<file path="src/design/dma_axi_pkg.sv">
`default_nettype none

package dma_axi_pkg;

   // Byte address width
   localparam int AXI_ADDR_W = 32;

   // One data word is four bytes
   localparam int AXI_DATA_W = 32;

   // awlen holds the beat count minus one
   localparam int AXI_LEN_W = 8;

   // Burst type
   localparam logic [1:0] AXI_BURST_INCR = 2'b01;

   // Write response
   localparam logic [1:0] AXI_RESP_OKAY = 2'b00;

endpackage

`default_nettype wire

</file>
<file path="src/design/dma_xfer_pkg.sv">
`default_nettype none

package dma_xfer_pkg;

   import dma_axi_pkg::*;

   // Word count of a whole transfer
   localparam int XFER_LEN_W = 16;

   // Burst size in words, 1 to 256
   localparam int BURST_LEN_W = AXI_LEN_W + 1;

   typedef struct packed {
      logic [AXI_ADDR_W-1:0]  addr;
      logic [BURST_LEN_W-1:0] len;
   } burst_cmd_t;

   typedef enum logic {
      IDLE,
      COLLECT
   } planner_state_t;

endpackage

`default_nettype wire

</file>
<file path="src/design/dma_axi_burst_writer.sv">
`timescale 1ns/1ns
`default_nettype none

module dma_axi_burst_writer
   import dma_axi_pkg::*;
   import dma_xfer_pkg::*;
(
   input  wire                     clk_i,
   input  wire                     rst_n_i,
   input  wire burst_cmd_t         cmd_i,
   input  wire                     cmd_empty_i,
   output logic                    cmd_pop_o,
   input  wire [AXI_DATA_W-1:0]    data_i,
   input  wire                     data_empty_i,
   output logic                    data_pop_o,
   output logic [AXI_ADDR_W-1:0]   awaddr_o,
   output logic [AXI_LEN_W-1:0]    awlen_o,
   output logic [1:0]              awburst_o,
   output logic [2:0]              awsize_o,
   output logic                    awvalid_o,
   input  wire                     awready_i,
   output logic [AXI_DATA_W-1:0]   wdata_o,
   output logic [AXI_DATA_W/8-1:0] wstrb_o,
   output logic                    wlast_o,
   output logic                    wvalid_o,
   input  wire                     wready_i,
   input  wire [1:0]               bresp_i,
   input  wire                     bvalid_i,
   output logic                    bready_o,
   output logic                    idle_o,
   output logic                    resp_err_o
);

   typedef enum logic [1:0] {
      WR_IDLE,
      WR_ADDR,
      WR_DATA,
      WR_RESP
   } writer_state_t;

   writer_state_t          state_q;
   logic [AXI_ADDR_W-1:0]  addr_q;
   logic [BURST_LEN_W-1:0] len_q;
   logic [BURST_LEN_W-1:0] beat_q;

   assign idle_o    = (state_q == WR_IDLE);
   assign cmd_pop_o = idle_o && !cmd_empty_i;

   // Address channel
   assign awvalid_o = (state_q == WR_ADDR);
   assign awaddr_o  = addr_q;
   assign awlen_o   = AXI_LEN_W'(len_q - 1'b1);
   assign awburst_o = AXI_BURST_INCR;
   assign awsize_o  = 3'($clog2(AXI_DATA_W / 8));

   // Data channel, words come straight from the FIFO head
   assign wvalid_o   = (state_q == WR_DATA) && !data_empty_i;
   assign wdata_o    = data_i;
   assign wstrb_o    = '1;
   assign wlast_o    = (state_q == WR_DATA) && (beat_q == len_q);
   assign data_pop_o = wvalid_o && wready_i;

   // Response channel
   assign bready_o   = (state_q == WR_RESP);
   assign resp_err_o = bready_o && bvalid_i && (bresp_i != AXI_RESP_OKAY);

   always_ff @(posedge clk_i) begin
      if (cmd_pop_o) begin
         addr_q <= cmd_i.addr;
         len_q  <= cmd_i.len;
      end
   end

   always_ff @(posedge clk_i or negedge rst_n_i) begin
      if (!rst_n_i) begin
         state_q <= WR_IDLE;
         beat_q  <= '0;
      end else begin
         case (state_q)
            WR_IDLE: begin
               if (cmd_pop_o) begin
                  state_q <= WR_ADDR;
                  beat_q  <= BURST_LEN_W'(1);
               end
            end
            WR_ADDR: begin
               if (awready_i) begin
                  state_q <= WR_DATA;
               end
            end
            WR_DATA: begin
               if (data_pop_o) begin
                  if (wlast_o) begin
                     state_q <= WR_RESP;
                  end else begin
                     beat_q <= beat_q + 1'b1;
                  end
               end
            end
            default: begin
               if (bvalid_i) begin
                  state_q <= WR_IDLE;
               end
            end
         endcase
      end
   end

   a_aw_stable : assert property (
      @(posedge clk_i) disable iff (!rst_n_i)
      awvalid_o && !awready_i |=> awvalid_o && $stable(awaddr_o)
   );

   // Held beat relies on the FIFO head not moving
   a_w_stable : assert property (
      @(posedge clk_i) disable iff (!rst_n_i)
      wvalid_o && !wready_i |=> wvalid_o && $stable(wdata_o)
   );

endmodule

`default_nettype wire

</file>
<file path="src/design/dma_burst_planner.sv">
`timescale 1ns/1ns
`default_nettype none

module dma_burst_planner
   import dma_axi_pkg::*;
   import dma_xfer_pkg::*;
#(
   parameter int DATA_DEPTH_W = 5
) (
   input  wire                   clk_i,
   input  wire                   rst_n_i,
   input  wire                   start_i,
   input  wire [AXI_ADDR_W-1:0]  addr_i,
   input  wire [XFER_LEN_W-1:0]  length_i,
   input  wire [BURST_LEN_W-1:0] max_len_i,
   input  wire                   word_in_i,
   input  wire                   cmd_full_i,
   input  wire                   cmd_empty_i,
   output logic                  cmd_push_o,
   output burst_cmd_t            cmd_o,
   input  wire                   writer_idle_i,
   input  wire                   resp_err_i,
   output logic                  busy_o,
   output logic                  error_o,
   output logic [XFER_LEN_W-1:0] remaining_o
);

   localparam int CNT_W = DATA_DEPTH_W + 1;
   localparam int CMP_W = XFER_LEN_W + 1;

   planner_state_t         state_q;
   planner_state_t         state_d;
   logic [AXI_ADDR_W-1:0]  addr_q;
   logic [AXI_ADDR_W-1:0]  addr_d;
   logic [XFER_LEN_W-1:0]  remaining_q;
   logic [XFER_LEN_W-1:0]  remaining_d;
   logic [CNT_W-1:0]       uncommitted_q;
   logic [CNT_W-1:0]       uncommitted_d;
   logic [BURST_LEN_W-1:0] burst_len;
   logic [CMP_W-1:0]       avail;
   logic [CMP_W-1:0]       rem;
   logic [CMP_W-1:0]       max_len;

   assign avail   = CMP_W'(uncommitted_q);
   assign rem     = CMP_W'(remaining_q);
   assign max_len = CMP_W'(max_len_i);

   // Whole remainder if buffered and it fits, else a full burst
   always_comb begin
      burst_len = '0;
      if (state_q == COLLECT && rem != '0 && !cmd_full_i) begin
         if (avail >= rem && rem <= max_len) begin
            burst_len = remaining_q[BURST_LEN_W-1:0];
         end else if (avail >= max_len) begin
            burst_len = max_len_i;
         end
      end
   end

   assign cmd_push_o = (burst_len != '0);
   assign cmd_o      = '{addr: addr_q, len: burst_len};

   always_comb begin
      state_d     = state_q;
      addr_d      = addr_q;
      remaining_d = remaining_q;
      case (state_q)
         IDLE: begin
            if (start_i) begin
               state_d     = COLLECT;
               addr_d      = addr_i;
               remaining_d = length_i;
            end
         end
         default: begin
            if (cmd_push_o) begin
               addr_d      = addr_q + (AXI_ADDR_W'(burst_len) << 2);
               remaining_d = remaining_q - XFER_LEN_W'(burst_len);
            end else if (remaining_q == '0 && cmd_empty_i && writer_idle_i) begin
               state_d = IDLE;
            end
         end
      endcase
   end

   // Words in the data FIFO not yet claimed by a burst
   always_comb begin
      uncommitted_d = uncommitted_q;
      if (word_in_i) begin
         uncommitted_d = uncommitted_d + 1'b1;
      end
      if (cmd_push_o) begin
         uncommitted_d = uncommitted_d - CNT_W'(burst_len);
      end
   end

   always_ff @(posedge clk_i) begin
      addr_q <= addr_d;
   end

   always_ff @(posedge clk_i or negedge rst_n_i) begin
      if (!rst_n_i) begin
         state_q       <= IDLE;
         remaining_q   <= '0;
         uncommitted_q <= '0;
         error_o       <= 1'b0;
      end else begin
         state_q       <= state_d;
         remaining_q   <= remaining_d;
         uncommitted_q <= uncommitted_d;
         if (start_i && state_q == IDLE) begin
            error_o <= 1'b0;
         end else if (resp_err_i) begin
            error_o <= 1'b1;
         end
      end
   end

   assign busy_o      = (state_q == COLLECT);
   assign remaining_o = remaining_q;

   a_burst_len_range : assert property (
      @(posedge clk_i) disable iff (!rst_n_i)
      cmd_push_o |-> (cmd_o.len >= 1 && cmd_o.len <= max_len_i)
   );

   // Next transfer only after busy has dropped
   a_start_not_busy : assert property (
      @(posedge clk_i) disable iff (!rst_n_i)
      start_i |-> !busy_o
   );

endmodule

`default_nettype wire

</file>
<file path="src/design/dma_sync_fifo.sv">
`timescale 1ns/1ns
`default_nettype none

module dma_sync_fifo #(
   parameter type T       = logic [31:0],
   parameter int  DEPTH_W = 5
) (
   input  wire              clk_i,
   input  wire              rst_n_i,
   input  wire              push_i,
   input  wire T            wdata_i,
   output logic             full_o,
   input  wire              pop_i,
   output T                 rdata_o,
   output logic             empty_o,
   output logic [DEPTH_W:0] level_o
);

   localparam int DEPTH = 2 ** DEPTH_W;

   T                   mem [DEPTH];
   logic [DEPTH_W-1:0] wr_ptr_q;
   logic [DEPTH_W-1:0] rd_ptr_q;
   logic [DEPTH_W:0]   count_q;

   // Top bit of the count is set only at DEPTH entries
   assign full_o  = count_q[DEPTH_W];
   assign empty_o = (count_q == '0);
   assign level_o = count_q;

   // Show-ahead read
   assign rdata_o = mem[rd_ptr_q];

   always_ff @(posedge clk_i) begin
      if (push_i) begin
         mem[wr_ptr_q] <= wdata_i;
      end
   end

   always_ff @(posedge clk_i or negedge rst_n_i) begin
      if (!rst_n_i) begin
         wr_ptr_q <= '0;
         rd_ptr_q <= '0;
         count_q  <= '0;
      end else begin
         if (push_i) begin
            wr_ptr_q <= wr_ptr_q + 1'b1;
         end
         if (pop_i) begin
            rd_ptr_q <= rd_ptr_q + 1'b1;
         end
         // Push together with pop keeps the level
         case ({push_i, pop_i})
            2'b10:   count_q <= count_q + 1'b1;
            2'b01:   count_q <= count_q - 1'b1;
            default: count_q <= count_q;
         endcase
      end
   end

   // Producer honours full
   a_no_push_full : assert property (
      @(posedge clk_i) disable iff (!rst_n_i)
      push_i |-> !full_o
   );

   // Consumer honours empty
   a_no_pop_empty : assert property (
      @(posedge clk_i) disable iff (!rst_n_i)
      pop_i |-> !empty_o
   );

endmodule

`default_nettype wire

</file>
<file path="src/design/dma_write_top.sv">
`timescale 1ns/1ns
`default_nettype none

module dma_write_top
   import dma_axi_pkg::*;
   import dma_xfer_pkg::*;
#(
   parameter int DATA_DEPTH_W = 5,
   parameter int CMD_DEPTH_W  = 2
) (
   input  wire                     clk_i,
   input  wire                     rst_n_i,
   input  wire                     stream_tvalid_i,
   input  wire [AXI_DATA_W-1:0]    stream_tdata_i,
   output logic                    stream_tready_o,
   input  wire                     start_i,
   input  wire [AXI_ADDR_W-1:0]    addr_i,
   input  wire [XFER_LEN_W-1:0]    length_i,
   input  wire [BURST_LEN_W-1:0]   max_len_i,
   output logic                    busy_o,
   output logic                    error_o,
   output logic [AXI_ADDR_W-1:0]   awaddr_o,
   output logic [AXI_LEN_W-1:0]    awlen_o,
   output logic [1:0]              awburst_o,
   output logic [2:0]              awsize_o,
   output logic                    awvalid_o,
   input  wire                     awready_i,
   output logic [AXI_DATA_W-1:0]   wdata_o,
   output logic [AXI_DATA_W/8-1:0] wstrb_o,
   output logic                    wlast_o,
   output logic                    wvalid_o,
   input  wire                     wready_i,
   input  wire [1:0]               bresp_i,
   input  wire                     bvalid_i,
   output logic                    bready_o
);

   logic                  data_push;
   logic                  data_full;
   logic                  data_pop;
   logic                  data_empty;
   logic [AXI_DATA_W-1:0] data_rdata;
   logic                  cmd_push;
   logic                  cmd_full;
   logic                  cmd_pop;
   logic                  cmd_empty;
   burst_cmd_t            cmd_wdata;
   burst_cmd_t            cmd_rdata;
   logic                  writer_idle;
   logic                  resp_err;

   // Stream handshake
   assign stream_tready_o = !data_full;
   assign data_push       = stream_tvalid_i && !data_full;

   dma_sync_fifo #(
      .T       (logic [AXI_DATA_W-1:0]),
      .DEPTH_W (DATA_DEPTH_W)
   ) i_data_fifo (
      .clk_i   (clk_i),
      .rst_n_i (rst_n_i),
      .push_i  (data_push),
      .wdata_i (stream_tdata_i),
      .full_o  (data_full),
      .pop_i   (data_pop),
      .rdata_o (data_rdata),
      .empty_o (data_empty),
      .level_o ()
   );

   dma_burst_planner #(
      .DATA_DEPTH_W (DATA_DEPTH_W)
   ) i_planner (
      .clk_i         (clk_i),
      .rst_n_i       (rst_n_i),
      .start_i       (start_i),
      .addr_i        (addr_i),
      .length_i      (length_i),
      .max_len_i     (max_len_i),
      .word_in_i     (data_push),
      .cmd_full_i    (cmd_full),
      .cmd_empty_i   (cmd_empty),
      .cmd_push_o    (cmd_push),
      .cmd_o         (cmd_wdata),
      .writer_idle_i (writer_idle),
      .resp_err_i    (resp_err),
      .busy_o        (busy_o),
      .error_o       (error_o),
      .remaining_o   ()
   );

   dma_sync_fifo #(
      .T       (burst_cmd_t),
      .DEPTH_W (CMD_DEPTH_W)
   ) i_cmd_fifo (
      .clk_i   (clk_i),
      .rst_n_i (rst_n_i),
      .push_i  (cmd_push),
      .wdata_i (cmd_wdata),
      .full_o  (cmd_full),
      .pop_i   (cmd_pop),
      .rdata_o (cmd_rdata),
      .empty_o (cmd_empty),
      .level_o ()
   );

   dma_axi_burst_writer i_writer (
      .clk_i        (clk_i),
      .rst_n_i      (rst_n_i),
      .cmd_i        (cmd_rdata),
      .cmd_empty_i  (cmd_empty),
      .cmd_pop_o    (cmd_pop),
      .data_i       (data_rdata),
      .data_empty_i (data_empty),
      .data_pop_o   (data_pop),
      .awaddr_o     (awaddr_o),
      .awlen_o      (awlen_o),
      .awburst_o    (awburst_o),
      .awsize_o     (awsize_o),
      .awvalid_o    (awvalid_o),
      .awready_i    (awready_i),
      .wdata_o      (wdata_o),
      .wstrb_o      (wstrb_o),
      .wlast_o      (wlast_o),
      .wvalid_o     (wvalid_o),
      .wready_i     (wready_i),
      .bresp_i      (bresp_i),
      .bvalid_i     (bvalid_i),
      .bready_o     (bready_o),
      .idle_o       (writer_idle),
      .resp_err_o   (resp_err)
   );

endmodule

`default_nettype wire

</file>
<file path="config.mk">
export PLATFORM = sky130hd
export DESIGN_NAME = dma_write_top
export DESIGN_NICKNAME = d
export VERILOG_FILES = /design/src/design/dma_axi_pkg.sv /design/src/design/dma_xfer_pkg.sv /design/src/design/dma_axi_burst_writer.sv /design/src/design/dma_burst_planner.sv /design/src/design/dma_sync_fifo.sv /design/src/design/dma_write_top.sv
export SDC_FILE = /design/constraint.sdc
export NUM_CORES = 2
export LEC_CHECK = 0
export BUFFER_PORTS_ARGS = -buffer_cell sky130_fd_sc_hd__buf_2
export CORE_MARGIN = 4
export CORE_UTILIZATION = 56
export CTS_BUF_LIST = sky130_fd_sc_hd__clkbuf_8 sky130_fd_sc_hd__clkbuf_16
export CTS_CLUSTER_DIAMETER = 200
export DETAILED_ROUTE_END_ITERATION = 16
export MAX_ROUTING_LAYER = met4
export PLACE_DENSITY = 0.73
export SYNTH_ARGS = -nofsm -noshare
export SYNTH_HDL_FRONTEND = slang
export SYNTH_SLANG_ARGS = --single-unit
</file>
<file path="constraint.sdc">
create_clock -name clk_i -period 8.4 [get_ports clk_i]
set_input_delay 1.68 -clock clk_i [delete_from_list [all_inputs] [get_ports clk_i]]
set_output_delay 1.68 -clock clk_i [all_outputs]
set_load 0.01 [all_outputs]
</file>
==> key figures <==
Yosys
  – Number of synthesized flops with an enable pin: 1261
  – Summed instance area of the synthesized netlist: 0.0528 mm^2
  – Async set-reset flop share out of synthesis: 4.40%
  – Unique masters post-synth: 73
  – Post-synthesis instance total: 2495
  – Dominant synthesized flop cell: sky130_fd_sc_hd__edfxtp_1
  – Biggest area consumer among synthesized cells: sky130_fd_sc_hd__edfxtp_1
  – Syn Area/Cell: 21.1 um^2
  – Yosys warning count: 0
  – Area share of the largest cell type after synthesis: 71.8%
  – Sequential-to-total area share from yosys stat: 74.5%
  – Yosys reg bits: 1319
  – Largest cells by area after synthesis: sky130_fd_sc_hd__edfxtp_1 72%, sky130_fd_sc_hd__mux4_2 15%, sky130_fd_sc_hd__dfrtp_1 2.8%

Cells and area
  – Area added between synthesis and finish: 13.2%
  – Most common library cell in the layout ignoring fill and taps: sky130_fd_sc_hd__edfxtp_1
  – Most used cells in the layout excluding fill and tap cells: 1261 x sky130_fd_sc_hd__edfxtp_1, 361 x sky130_fd_sc_hd__mux4_2, 176 x sky130_fd_sc_hd__buf_2, 134 x sky130_fd_sc_hd__clkbuf_16, 76 x sky130_fd_sc_hd__inv_1
  – # fillers: 6184
  – Count of nets after finishing: 2932
  – Fraction of final layout cells sized beyond drive strength 1: 30.6%
  – Non-filler instance count after layout: 4121

Worst setup path
  – Maximum fanout count along the critical path: 10
  – WP depth: 21
  – Type of the worst setup path: in2reg
  – Arrival time reported for the critical path endpoint: 6570 ps
  – Cell seen most often among critical-path stages: sky130_fd_sc_hd__a21oi_1
  – Startpoint kind of the worst setup timing path: input port
  – Reg2reg path depth: 17
  – Delay of the slowest critical-path stage: 730 ps
  – Required time at the worst-slack endpoint: 8820 ps
  – Setup slack, reg-to-reg: 2680 ps
  – Family with the most delay on the worst path: compound AO/OA/AOI/OAI gates
  – Startpoint of the worst register-to-register path: i_planner.remaining_o[11]$_DFFE_PN0P_
  – Combined buffer and inverter count along the critical path: 2
  – End of the worst register-to-register path: i_planner.addr_q[30]$_DFFE_PP_
  – Worst-path cell with the longest stage delay: sky130_fd_sc_hd__a21oi_1
  – Crit. End Element: flop
  – Worst path cell trace: buf_2 > inv_1 > ha_1 > a21o_1 > a21o_1 > a221oi_1 > a211oi_1 > nor2_2 > nor2_1 > a21oi_1 > nor2_1 > ha_1 > fa_1 > a21o_1 > a21oi_1 > o21bai_1 > a31o_2 > a21oi_1 > nor4_1 > xnor2_1 > a21oi_1

Power
  – Power Density: 316 mW/mm^2
  – Maximum VDD drop: 261 uV
  – PnR Total Power: 18.9 mW
  – Leakage power of the design: 19.6 nW

Placement
  – HPWL after DPL: 64.0 mm
  – Number of port buffers: 176
  – Final GP Congestion: 0.817
  – Number of placed cells counting well taps: 3881

Timing
  – Total negative setup slack: 0 ps
  – Maximum achievable frequency: 163 MHz
  – Worst slew slack as a fraction of its limit: 27.1%
  – Hold slack final: 497 ps
  – Final count of pins violating max slew: 0
  – Endpoints failing hold: 0
  – Post-layout minimum cycle time: 6140 ps
  – Transition time of the tightest slew-check pin: 1090 ps
  – Clock skew: 34.4 ps
  – Final setup violating endpoints: 0
  – Unrepaired setup endpoints after global routing: no
  – Share of the clock period used by the worst path: 73.1%

Routing
  – Total detailed-routing wirelength: 119 mm
  – Post-route antenna net violation count: 0
  – Routed length per placed instance: 28.8 um
  – Detail-routed via count per cell: 6.31
  – DRC violation total after the first TritonRoute iteration: 3334
  – Count of vias placed by the detailed router: 26000
  – DR DRC count: 0
  – Number of optimization iterations in the first detailed-route pass: 5

Die
  – Die area: 0.0992 mm^2
  – Top Ports: 186
  – Core box area: 0.0933 mm^2
  – Initial cell density of the core: 56.5%
  – Core Rows: 112
  – Die X-Extent: 315 um
  – Vert. Die Dim: 315 um

CTS
  – Number of clock sinks: 1319
  – Resize count post-CTS: 0
  – Buffer count from post-CTS setup fixing: 0
  – Clock Root Buffer: sky130_fd_sc_hd__clkbuf_16
  – Longest Clk Path Bufs: 3
  – Worst-path clk slew: 60 ps
  – Clock latency on the worst-skew pair: 750 ps
  – Clock tree from TritonCTS: built
  – Num CTS Buffers: 133
  – CTS HTree Levels: 4
  – CTS Hold Buffers Added: 0

GRT
  – Met3 Track Usage GR: 4.05%
  – Initial antenna violation count: 7
  – Maximum number of pins on one net before global-route repair: 125
  – Global-route met2 utilization: 39.4%
  – Global route overflow: 0
  – Overall Global Routing Usage: 25.2%
  – Met1 Track Usage GR: 35.2%
  – Number of global-route vias before repair: 27000
  – Global-route wire length before repair: 177 mm
  – Global routing's busiest layer: met2

Hold path
  – Startpoint of the lowest-slack hold path: i_cmd_fifo.level_o[0]$_DFFE_PN0P_
  – Worst Hold Endpoint: i_cmd_fifo.level_o[0]$_DFFE_PN0P_
  – Depth of the worst hold-timing path: 1
  – Min-Delay Path Class: reg2reg

Run status
  – Outcome: completed

Job
  – Max-Cap Viols: 0
-- worst max path at each step --
stage                       from                             end  slack [ps]
floorplan           max_len_i[5]  i_planner.addr_q[24]$_DFFE_PP_        2590
global placement    max_len_i[5]  i_planner.addr_q[18]$_DFFE_PP_        1740
detailed placement  max_len_i[4]  i_planner.addr_q[12]$_DFFE_PP_        1610
CTS                 max_len_i[4]  i_planner.addr_q[30]$_DFFE_PP_        2350
global route        max_len_i[5]  i_planner.addr_q[30]$_DFFE_PP_        1820
finish              max_len_i[5]  i_planner.addr_q[30]$_DFFE_PP_        2260
-- synth_stat cells, drive strengths merged, types with 5 or more instances --
cell	count
nand3	18
a211oi	11
o21a	7
nor2b	12
inv	52
or3	8
mux2	46
fa	5
ha	67
mux2i	6
and2	9
clkbuf	73
nand3b	6
dfrtp	58
o21ai	40
a22o	6
buf	47
or4	6
mux4	361
nor3	21
nor2	95
a21o	16
nor4	7
nand4	7
edfxtp	1261
a21oi	47
nand2	72
xor2	21
xnor2	56
-- routing by layer --
layer,wire length [um],vias up
met3,9470,211
met5,0,-
met4,3210,0
met2,59500,1262
met1,46300,13700
li1,-,10800
-- metrics by stage --
stage,instance area (um^2),worst slack (ps),utilization (%)
6_report,59700,2260,64.0
5_1_grt,59700,1820,64.0
4_1_cts,59700,2350,64.0
3_5_place_dp,55500,1610,59.5
3_3_place_gp,55500,1740,59.5
2_1_floorplan,52900,2590,-
-- cells by family (layout without fill, tap and decap cells) --
group	after synthesis	in the layout	share of synthesized area, %
AND/OR/NAND/NOR	280	280	2.59
XOR/XNOR	77	77	1.28
buffers and inverters	172	516	1.34
other	2	30	0.0142
multiplexers	413	413	16.5
AO/OA/AOI/OAI	160	160	1.96
adder cells (fa/ha/maj)	72	72	1.78
flip-flops	1319	1319	74.5
-- layout make-up --
class                      count  area (um^2)  area share [%]
antenna                        3         7.51          0.0126
clock inverter               103          896            1.50
timing repair buffer         227         1300            2.18
sequential                  1319        39300            65.8
tap                         1254         1570            2.63
inverter                      52          198           0.331
multi-input combinational   1029        13100            21.9
clock buffer                 134         3350            5.61
-- state kept, by name (all words and copies together), names as in the netlist --
register	cells
i_cmd_fifo.rd_ptr_q	2
i_planner.busy_o	1
i_cmd_fifo.wr_ptr_q	2
i_planner.remaining_o	16
i_cmd_fifo.mem	164
i_planner.uncommitted_q	6
i_planner.addr_q	32
i_writer.state_q	2
i_cmd_fifo.level_o	3
i_writer.awaddr_o	32
i_data_fifo.wr_ptr_q	5
i_writer.len_q	9
i_data_fifo.mem	1024
i_data_fifo.rd_ptr_q	5
i_planner.error_o	1
i_data_fifo.level_o	6
i_writer.beat_q	9
-- worst reg2reg max path, delay by kind of cell, from the launching register on --
kind            cells  cell delay, ps
simple gates        7            2290
compound gates      7            1830
fa+ha+maj           2             690
flops               1             420
xor+xnor            1             210
-- report_power, final --
| group | leakage, nW | internal (mW) | switching, mW |
|---|---|---|---|
| registers | 12.1 | 7.67 | 0.497 |
| logic | 5.38 | 2.54 | 2.51 |
| clock network | 2.17 | 3.19 | 2.49 |
| total | 19.6 | 13.4 | 5.49 |
Power figures use the tool's default switching activity.
